File: src/design/mailbox_pkg.sv
/*
 * mailbox package
 * wishbone data and address types, request and response bundles,
 * register map and status word bit positions
 */

package mailbox_pkg;

  //////////////////////////////////////////////////////////////////////
  // bus widths
  //////////////////////////////////////////////////////////////////////

  typedef logic [31:0] wb_data_t;  // wishbone data word
  typedef logic [1:0]  wb_adr_t;   // word address inside one port

  // master to slave
  typedef struct packed {
    logic     cyc;
    logic     stb;
    logic     we;
    wb_adr_t  adr;
    wb_data_t dat;
  } wb_req_t;

  // slave to master
  typedef struct packed {
    logic     ack;
    wb_data_t dat;
  } wb_rsp_t;

  //////////////////////////////////////////////////////////////////////
  // register map
  //////////////////////////////////////////////////////////////////////

  localparam wb_adr_t ADR_DATA      = 2'd0;
  localparam wb_adr_t ADR_STATUS    = 2'd1;
  localparam wb_adr_t ADR_THRESHOLD = 2'd2;  // consumer side only

  // fill level sits in bits 15..0 of the status word
  localparam int STAT_FULL_BIT  = 16;
  localparam int STAT_EMPTY_BIT = 17;
  localparam int STAT_IRQ_BIT   = 18;

endpackage

File: src/design/reg_sp_rf.sv
/*
 * register file memory
 * clocked write on port a, combinational read on port b
 */

`timescale 1ns/1ns

module reg_sp_rf #(
  parameter int DATA_WIDTH_P = 16,
  parameter int ADDR_WIDTH_P = 3
) (
  input  logic                    clk,
  input  logic                    port_a_write_en,
  input  logic [ADDR_WIDTH_P-1:0] port_a_address,
  input  logic [DATA_WIDTH_P-1:0] port_a_data_in,
  input  logic [ADDR_WIDTH_P-1:0] port_b_address,
  output logic [DATA_WIDTH_P-1:0] port_b_data_out
);

  localparam int DEPTH = 2 ** ADDR_WIDTH_P;

  typedef logic [DATA_WIDTH_P-1:0] word_t;

  word_t mem [DEPTH];  // contents undefined until written

  // write port
  always_ff @(posedge clk) begin
    if (port_a_write_en) begin
      mem[port_a_address] <= port_a_data_in;
    end
  end

  assign port_b_data_out = mem[port_b_address];  // async read

endmodule

File: src/design/synchronous_fifo_register.sv
/*
 * synchronous fifo over a register file
 * wrapping read and write pointers, fill level, full and empty flags
 */

`timescale 1ns/1ns

module synchronous_fifo_register #(
  parameter int DATA_WIDTH_P = 16,
  parameter int ADDR_WIDTH_P = 3
) (
  input  logic                    clk,
  input  logic                    rst_n,

  input  logic                    ing_enable,
  input  logic [DATA_WIDTH_P-1:0] ing_data,
  output logic                    ing_full,

  input  logic                    egr_enable,
  output logic [DATA_WIDTH_P-1:0] egr_data,
  output logic                    egr_empty,

  output logic [ADDR_WIDTH_P:0]   sr_fill_level
);

  typedef logic [ADDR_WIDTH_P-1:0] ptr_t;   // wraps at depth
  typedef logic [ADDR_WIDTH_P:0]   level_t; // one extra bit for full

  ptr_t   wr_ptr;
  ptr_t   rd_ptr;
  level_t fill_q;
  logic   empty_q;
  logic   do_push;
  logic   do_pop;

  // requests are dropped when the fifo can't take them
  assign do_push = ing_enable && !ing_full;
  assign do_pop  = egr_enable && !egr_empty;

  assign ing_full      = fill_q[ADDR_WIDTH_P];  // msb set only at depth
  assign egr_empty     = empty_q;
  assign sr_fill_level = fill_q;

  //////////////////////////////////////////////////////////////////////
  // pointers and level
  //////////////////////////////////////////////////////////////////////

  always_ff @(posedge clk or negedge rst_n) begin
    if (!rst_n) begin
      wr_ptr  <= '0;
      rd_ptr  <= '0;
      fill_q  <= '0;
      empty_q <= 1'b1;
    end else begin
      if (do_push) begin
        wr_ptr <= wr_ptr + 1'b1;
      end
      if (do_pop) begin
        rd_ptr <= rd_ptr + 1'b1;
      end

      // push and pop together keep the level
      if (do_push && !do_pop) begin
        fill_q  <= fill_q + 1'b1;
        empty_q <= 1'b0;
      end else if (do_pop && !do_push) begin
        fill_q <= fill_q - 1'b1;
        if (fill_q == level_t'(1)) begin
          empty_q <= 1'b1;  // last word leaving
        end
      end
    end
  end

  reg_sp_rf #(
    .DATA_WIDTH_P    (DATA_WIDTH_P),
    .ADDR_WIDTH_P    (ADDR_WIDTH_P)
  ) rf_i0 (
    .clk             (clk),
    .port_a_write_en (do_push),
    .port_a_address  (wr_ptr),
    .port_a_data_in  (ing_data),
    .port_b_address  (rd_ptr),
    .port_b_data_out (egr_data)   // head word with no latency
  );

endmodule

File: src/design/wb_push_port.sv
/*
 * producer wishbone classic slave
 * DATA write pushes into the fifo, stalls while full
 * STATUS read returns level, full and empty
 */

`timescale 1ns/1ns

module wb_push_port #(
  parameter int DATA_WIDTH_P = 16,
  parameter int ADDR_WIDTH_P = 3
) (
  input  logic                    clk,
  input  logic                    rst_n,
  input  mailbox_pkg::wb_req_t    wb_req,
  output mailbox_pkg::wb_rsp_t    wb_rsp,
  output logic                    ing_enable,
  output logic [DATA_WIDTH_P-1:0] ing_data,
  input  logic                    ing_full,
  input  logic [ADDR_WIDTH_P:0]   sr_fill_level
);

  import mailbox_pkg::*;

  logic     ack_q;
  wb_data_t dat_q;
  logic     req_valid;
  logic     data_wr;
  logic     ack_d;
  wb_data_t rd_word;
  wb_data_t status_word;

  // a cycle with ack already up is not a new request
  assign req_valid = wb_req.cyc && wb_req.stb && !ack_q;
  assign data_wr   = req_valid && wb_req.we && (wb_req.adr == ADR_DATA);

  // push on the same edge that registers the ack
  assign ing_enable = data_wr && !ing_full;
  assign ing_data   = wb_req.dat[DATA_WIDTH_P-1:0];  // high bits dropped

  // data writes wait for room, everything else answers at once
  assign ack_d = data_wr ? !ing_full : req_valid;

  //////////////////////////////////////////////////////////////////////
  // read mux
  //////////////////////////////////////////////////////////////////////

  always_comb begin
    status_word                   = '0;
    status_word[ADDR_WIDTH_P:0]   = sr_fill_level;
    status_word[STAT_FULL_BIT]    = ing_full;
    status_word[STAT_EMPTY_BIT]   = (sr_fill_level == '0);  // no irq here
  end

  always_comb begin
    rd_word = '0;  // unused addresses and DATA read as zero
    if (!wb_req.we && wb_req.adr == ADR_STATUS) begin
      rd_word = status_word;
    end
  end

  always_ff @(posedge clk or negedge rst_n) begin
    if (!rst_n) begin
      ack_q <= 1'b0;
    end else begin
      ack_q <= ack_d;
    end
  end

  always_ff @(posedge clk) begin
    if (ack_d) begin
      dat_q <= rd_word;  // captured with the ack
    end
  end

  assign wb_rsp.ack = ack_q;
  assign wb_rsp.dat = dat_q;

endmodule

File: src/design/wb_pop_port.sv
/*
 * consumer wishbone classic slave
 * DATA read pops the head word, stalls while empty
 * STATUS, THRESHOLD register and level interrupt
 */

`timescale 1ns/1ns

module wb_pop_port #(
  parameter int DATA_WIDTH_P = 16,
  parameter int ADDR_WIDTH_P = 3
) (
  input  logic                    clk,
  input  logic                    rst_n,
  input  mailbox_pkg::wb_req_t    wb_req,
  output mailbox_pkg::wb_rsp_t    wb_rsp,
  output logic                    egr_enable,
  input  logic [DATA_WIDTH_P-1:0] egr_data,
  input  logic                    egr_empty,
  input  logic [ADDR_WIDTH_P:0]   sr_fill_level,
  output logic                    irq
);

  import mailbox_pkg::*;

  typedef logic [ADDR_WIDTH_P:0] level_t;  // same range as fill level

  logic     ack_q;
  wb_data_t dat_q;
  level_t   threshold_q;
  logic     irq_q;
  logic     req_valid;
  logic     data_rd;
  logic     thr_wr;
  logic     ack_d;
  wb_data_t head_word;
  wb_data_t status_word;
  wb_data_t rd_word;

  //////////////////////////////////////////////////////////////////////
  // decode
  //////////////////////////////////////////////////////////////////////

  assign req_valid = wb_req.cyc && wb_req.stb && !ack_q;
  assign data_rd   = req_valid && !wb_req.we && (wb_req.adr == ADR_DATA);
  assign thr_wr    = req_valid && wb_req.we && (wb_req.adr == ADR_THRESHOLD);

  assign egr_enable = data_rd && !egr_empty;  // pop with the ack edge

  // reads of DATA hold off until a word is there
  assign ack_d = data_rd ? !egr_empty : req_valid;

  //////////////////////////////////////////////////////////////////////
  // read mux
  //////////////////////////////////////////////////////////////////////

  always_comb begin
    head_word                   = '0;
    head_word[DATA_WIDTH_P-1:0] = egr_data;  // zero extend
  end

  always_comb begin
    status_word                 = '0;
    status_word[ADDR_WIDTH_P:0] = sr_fill_level;
    status_word[STAT_FULL_BIT]  = sr_fill_level[ADDR_WIDTH_P];
    status_word[STAT_EMPTY_BIT] = egr_empty;
    status_word[STAT_IRQ_BIT]   = irq_q;
  end

  always_comb begin
    rd_word = '0;  // writes and unused addresses
    if (!wb_req.we) begin
      case (wb_req.adr)
        ADR_DATA:      rd_word = head_word;
        ADR_STATUS:    rd_word = status_word;
        ADR_THRESHOLD: rd_word[ADDR_WIDTH_P:0] = threshold_q;
        default:       rd_word = '0;
      endcase
    end
  end

  //////////////////////////////////////////////////////////////////////
  // control registers
  //////////////////////////////////////////////////////////////////////

  always_ff @(posedge clk or negedge rst_n) begin
    if (!rst_n) begin
      ack_q       <= 1'b0;
      threshold_q <= '0;
      irq_q       <= 1'b0;
    end else begin
      ack_q <= ack_d;
      if (thr_wr) begin
        threshold_q <= wb_req.dat[ADDR_WIDTH_P:0];  // upper bits ignored
      end
      // zero threshold disables the interrupt
      irq_q <= (threshold_q != '0) && (sr_fill_level >= threshold_q);
    end
  end

  always_ff @(posedge clk) begin
    if (ack_d) begin
      dat_q <= rd_word;  // head word latched as it pops
    end
  end

  assign wb_rsp.ack = ack_q;
  assign wb_rsp.dat = dat_q;
  assign irq        = irq_q;

endmodule

File: src/design/wb_mailbox.sv
/*
 * mailbox top level
 * producer port, fifo and consumer port
 */

`timescale 1ns/1ns

module wb_mailbox #(
  parameter int DATA_WIDTH_P = 16,  // at most 32
  parameter int ADDR_WIDTH_P = 3    // depth 2**ADDR_WIDTH_P
) (
  input  logic                 clk,
  input  logic                 rst_n,
  input  mailbox_pkg::wb_req_t push_req,
  output mailbox_pkg::wb_rsp_t push_rsp,
  input  mailbox_pkg::wb_req_t pop_req,
  output mailbox_pkg::wb_rsp_t pop_rsp,
  output logic                 irq
);

  // producer to fifo
  logic                    ing_enable;
  logic [DATA_WIDTH_P-1:0] ing_data;
  logic                    ing_full;

  // fifo to consumer
  logic                    egr_enable;
  logic [DATA_WIDTH_P-1:0] egr_data;
  logic                    egr_empty;

  logic [ADDR_WIDTH_P:0]   sr_fill_level;  // seen by both ports

  wb_push_port #(
    .DATA_WIDTH_P  (DATA_WIDTH_P),
    .ADDR_WIDTH_P  (ADDR_WIDTH_P)
  ) push_port_i0 (
    .clk           (clk),
    .rst_n         (rst_n),
    .wb_req        (push_req),
    .wb_rsp        (push_rsp),
    .ing_enable    (ing_enable),
    .ing_data      (ing_data),
    .ing_full      (ing_full),
    .sr_fill_level (sr_fill_level)
  );

  synchronous_fifo_register #(
    .DATA_WIDTH_P  (DATA_WIDTH_P),
    .ADDR_WIDTH_P  (ADDR_WIDTH_P)
  ) fifo_i0 (
    .clk           (clk),
    .rst_n         (rst_n),
    .ing_enable    (ing_enable),
    .ing_data      (ing_data),
    .ing_full      (ing_full),
    .egr_enable    (egr_enable),
    .egr_data      (egr_data),
    .egr_empty     (egr_empty),
    .sr_fill_level (sr_fill_level)
  );

  wb_pop_port #(
    .DATA_WIDTH_P  (DATA_WIDTH_P),
    .ADDR_WIDTH_P  (ADDR_WIDTH_P)
  ) pop_port_i0 (
    .clk           (clk),
    .rst_n         (rst_n),
    .wb_req        (pop_req),
    .wb_rsp        (pop_rsp),
    .egr_enable    (egr_enable),
    .egr_data      (egr_data),
    .egr_empty     (egr_empty),
    .sr_fill_level (sr_fill_level),
    .irq           (irq)
  );

endmodule

File: config.mk
export PLATFORM = sky130hd
export DESIGN_NAME = wb_mailbox
export DESIGN_NICKNAME = d
export VERILOG_FILES = /design/src/design/mailbox_pkg.sv /design/src/design/reg_sp_rf.sv /design/src/design/synchronous_fifo_register.sv /design/src/design/wb_push_port.sv /design/src/design/wb_pop_port.sv /design/src/design/wb_mailbox.sv
export SDC_FILE = /design/constraint.sdc
export NUM_CORES = 1
export LEC_CHECK = 0
export BUFFER_PORTS_ARGS = -buffer_cell sky130_fd_sc_hd__buf_2
export CAP_MARGIN = 10
export CORE_MARGIN = 2
export CORE_UTILIZATION = 40
export CTS_CLUSTER_SIZE = 25
export DETAILED_ROUTE_END_ITERATION = 8
export MAX_ROUTING_LAYER = met4
export PLACE_DENSITY = 0.6
export SETUP_SLACK_MARGIN = 0.1
export SLEW_MARGIN = 20
export SYNTH_ARGS = -nofsm -noshare
export SYNTH_HDL_FRONTEND = slang
export SYNTH_HIERARCHICAL = 1
export SYNTH_SLANG_ARGS = --single-unit
export TNS_END_PERCENT = 5
File: constraint.sdc
create_clock -name clk -period 7.3 [get_ports clk]
set_clock_uncertainty 0.1 [all_clocks]
set_input_delay 0.73 -clock clk [delete_from_list [all_inputs] [get_ports clk]]
set_output_delay 0.73 -clock clk [all_outputs]
set_load 0.02 [all_outputs]
==> impl_metrics.tcl <==
set metrics [dict create \
    status "finished with violations" \
    violations "design-rule violations" \
    fin_crit_sh_pct 43.0 \
    async_flop_share_pct 10.5 \
    crit_type "flop to flop" \
    firstDrtPassIters 6 \
    fillers 1536 \
    die_h_um 140 \
    num_vias 3494 \
    cp_slowest_stage_delay_ns 0.94 \
    rsz0062_at_grt "false" \
    totalPowerFinal_mw 2.52 \
    ios 143 \
    clockBufferDepth 2 \
    cts-resized-gates 0 \
    synth_ff_type "edfxtp_1" \
    grt_usage_pct 14.5 \
    yosysSeqAreaShare_pct 68.1 \
    seq_power_share_pct 48.0 \
    crit_buf_inv 0 \
    critPathTopFamily "simple AND/OR/NAND/NOR gates" \
    clk_pin_slew_ns 0.06 \
    syn_area_um2 7410 \
    drc 17 \
    gp_congestion 0.802 \
    fmax_mhz 319 \
    avgSynthCellArea_um2 18.2 \
    htree_num_levels 4 \
    synth-edff-count 153 \
    globalRouteOverflowTotal 0 \
    swShare_pct 25.3 \
    p_comb_share_pct 17.0 \
    grt_antenna_before_repair 2 \
    ys_ff_latch 171 \
    postSynthCellCount 407 \
    required_ns 7.23 \
    clockRootBuffer "clkbuf_16" \
    drive_gt1_share_pct 27.5 \
    multi_input_area_um2 2000 \
    io_buffer_count 59 \
    cp_max_fo 16 \
    cts_tree "yes" \
    area_delta_synth_final_pct 11.9 \
    drtIter0Drc 284 \
    ant_nets 0 \
    clock_latency_ns 0.42 \
    final_nets 542 \
    period_minus_slack_ns 3.14 \
    die_w_um 140 \
    via_per_inst 4.99 \
    drv_slew 0 \
    postCtsHoldBufs 0 \
    setup_slack_ns 4.16 \
    grt_pass1_wl_um 20300 \
    cp_cell_sequence "nand3b_1 > and4bb_1 > nor2b_1 > nand2_1 > nor2_2" \
    core-area_um2 18100 \
    clockPowerShare_pct 35.1 \
    rows 49 \
    layout_common_cells "edfxtp_1 (153), buf_2 (59), conb_1 (39)" \
    slew_headroom_pct 26.1 \
    worstMarginPinSlew_ns 1.11 \
    pre_cts_ws_ns 3.76 \
    cts.sinks 171 \
    grt_max_degree 34 \
    hold_class "primary input to asynchronous set/reset pin" \
    setup_tns_ns 0 \
    final_common_cell "edfxtp_1" \
    yosysWarnings 6 \
    endpoint_kind "flop" \
    wl_um 13000 \
    hpwl_um 7840 \
    grt_pass1_vias 3520 \
    cts_buffers 17 \
    finalHoldViolCount 0 \
    wire_per_inst_um 18.5 \
    p_switching_mw 0.638 \
    maxCapViolCount 0 \
    initial_core_util_pct 41.0 \
    critPathSlowestCell "nor2_2" \
    die_area_um2 19600 \
    intPower_mw 1.89 \
    crit_arrival_ns 3.07 \
    synth_cell_types 43 \
    setup_violations 0 \
    cellPowerDensity_nw_per_um2 304 \
    start_kind "flop" \
    postCtsSetupRepairBufs 0 \
    final-seq-area_um2 5050 \
    ir_worst_vdd_mv 0.168 \
    p_leak_nw 3.02 \
]
## layout make-up
type | instances | area share [%]
diodes | 2 | 0.0604
clock buffers | 20 | 5.27
clock inverters | 12 | 1.80
inverters | 8 | 0.362
multi-input cells | 194 | 24.2
flip-flops and latches | 171 | 60.9
well taps | 229 | 3.46
repair buffers | 64 | 4.01
## sequential cells by signal, summed over array words and instances (netlist names)
signal                   cells
pop_port_i0/ack_q            1
fifo_i0/rd_ptr               3
pop_port_i0/dat_q           19
fifo_i0/sr_fill_level        4
pop_port_i0/threshold_q      4
push_port_i0/ack_q           1
fifo_i0/egr_empty            1
fifo_i0/wr_ptr               3
pop_port_i0/irq              1
fifo_i0/rf_i0/mem          128
push_port_i0/dat_q           6
## final timing paths
| check | start | end | slack [ns] | cells after the start |
|---|---|---|---|---|
| max | push_port_i0/ack_q | fifo_i0/rf_i0/mem[5][3] | 4.16 | 5 |
| min | rst_n | pop_port_i0/threshold_q[0] | 0.15 | 1 |
| max reg2reg | push_port_i0/ack_q | fifo_i0/rf_i0/mem[5][3] | 4.16 | 5 |
| min reg2reg | fifo_i0/wr_ptr[2] | fifo_i0/wr_ptr[2] | 0.41 | 1 |
| max in group asynchronous | rst_n | fifo_i0/egr_empty | 6.61 | 1 |
| min in group clk | fifo_i0/wr_ptr[2] | fifo_i0/wr_ptr[2] | 0.41 | 1 |
## cell families (layout without fill, tap and decap cells)
family / count (synthesis) / in the layout / synth area share (%)
XOR/XNOR: 8 / 8 / 0.945
AO/OA/AOI/OAI: 12 / 12 / 1.13
adder cells (fa/ha/maj): 10 / 10 / 1.69
flip-flops: 171 / 171 / 68.1
other: 2 / 41 / 0.101
multiplexers: 58 / 58 / 15.0
buffers and inverters: 79 / 104 / 7.46
AND/OR/NAND/NOR: 67 / 67 / 5.57
## per-layer routing
metal  share of wire [%]  global-route usage, %  vias to the layer above  routed length, um
met3                 5.6                   3.62                       18                721
met4                 1.6                   5.90                        0                213
met2                  51                   23.7                      125               6570
li1                    -                      -                     1586                  -
met1                  42                   17.4                     1765               5470
met5                   0                      -                        -                  0
## Yosys cell counts, types with 2 or more instances
master	n	area, um^2
clkbuf_2	2	10.0
nor2_1	17	63.8
nand2b_1	3	18.8
ha_1	10	125
nor4_1	2	12.5
conb_1	2	7.51
buf_2	2	10.0
buf_1	4	15.0
nand2_1	8	30.0
buf_6	4	45.0
edfxtp_1	153	4590
and2_1	18	113
mux2i_1	5	50.1
nor2b_1	3	18.8
dfrtp_1	17	425
xor2_1	4	35.0
a2bb2oi_1	4	35.0
buf_4	59	443
and3_1	3	18.8
nor3_1	2	10.0
nand3b_1	2	15.0
xnor2_1	4	35.0
mux4_2	4	90.1
mux4_1	28	736
mux2_2	20	225
a21oi_1	3	15.0
inv_1	8	30.0
## power by group through the flow
stage	Clock, mW	Sequential [mW]	Combinational [mW]
2_1_floorplan	0	1.19	0.399
3_3_place_gp	0	1.23	0.418
3_5_place_dp	0	1.23	0.431
4_1_cts	0.909	1.21	0.433
5_1_grt	0.943	1.22	0.472
6_report	0.885	1.21	0.428
## stage by stage
stage	std cells	utilization, %	cell area (um^2)	hold slack (ns)
global placement	666	42.5	7680	0.374
detailed placement	666	42.5	7690	0.383
finish	700	45.8	8290	0.152
global route	700	45.8	8290	0.169
CTS	698	45.8	8280	0.154
floorplan	444	-	7550	0.334
Note: power is estimated with default switching activity, not from simulation.
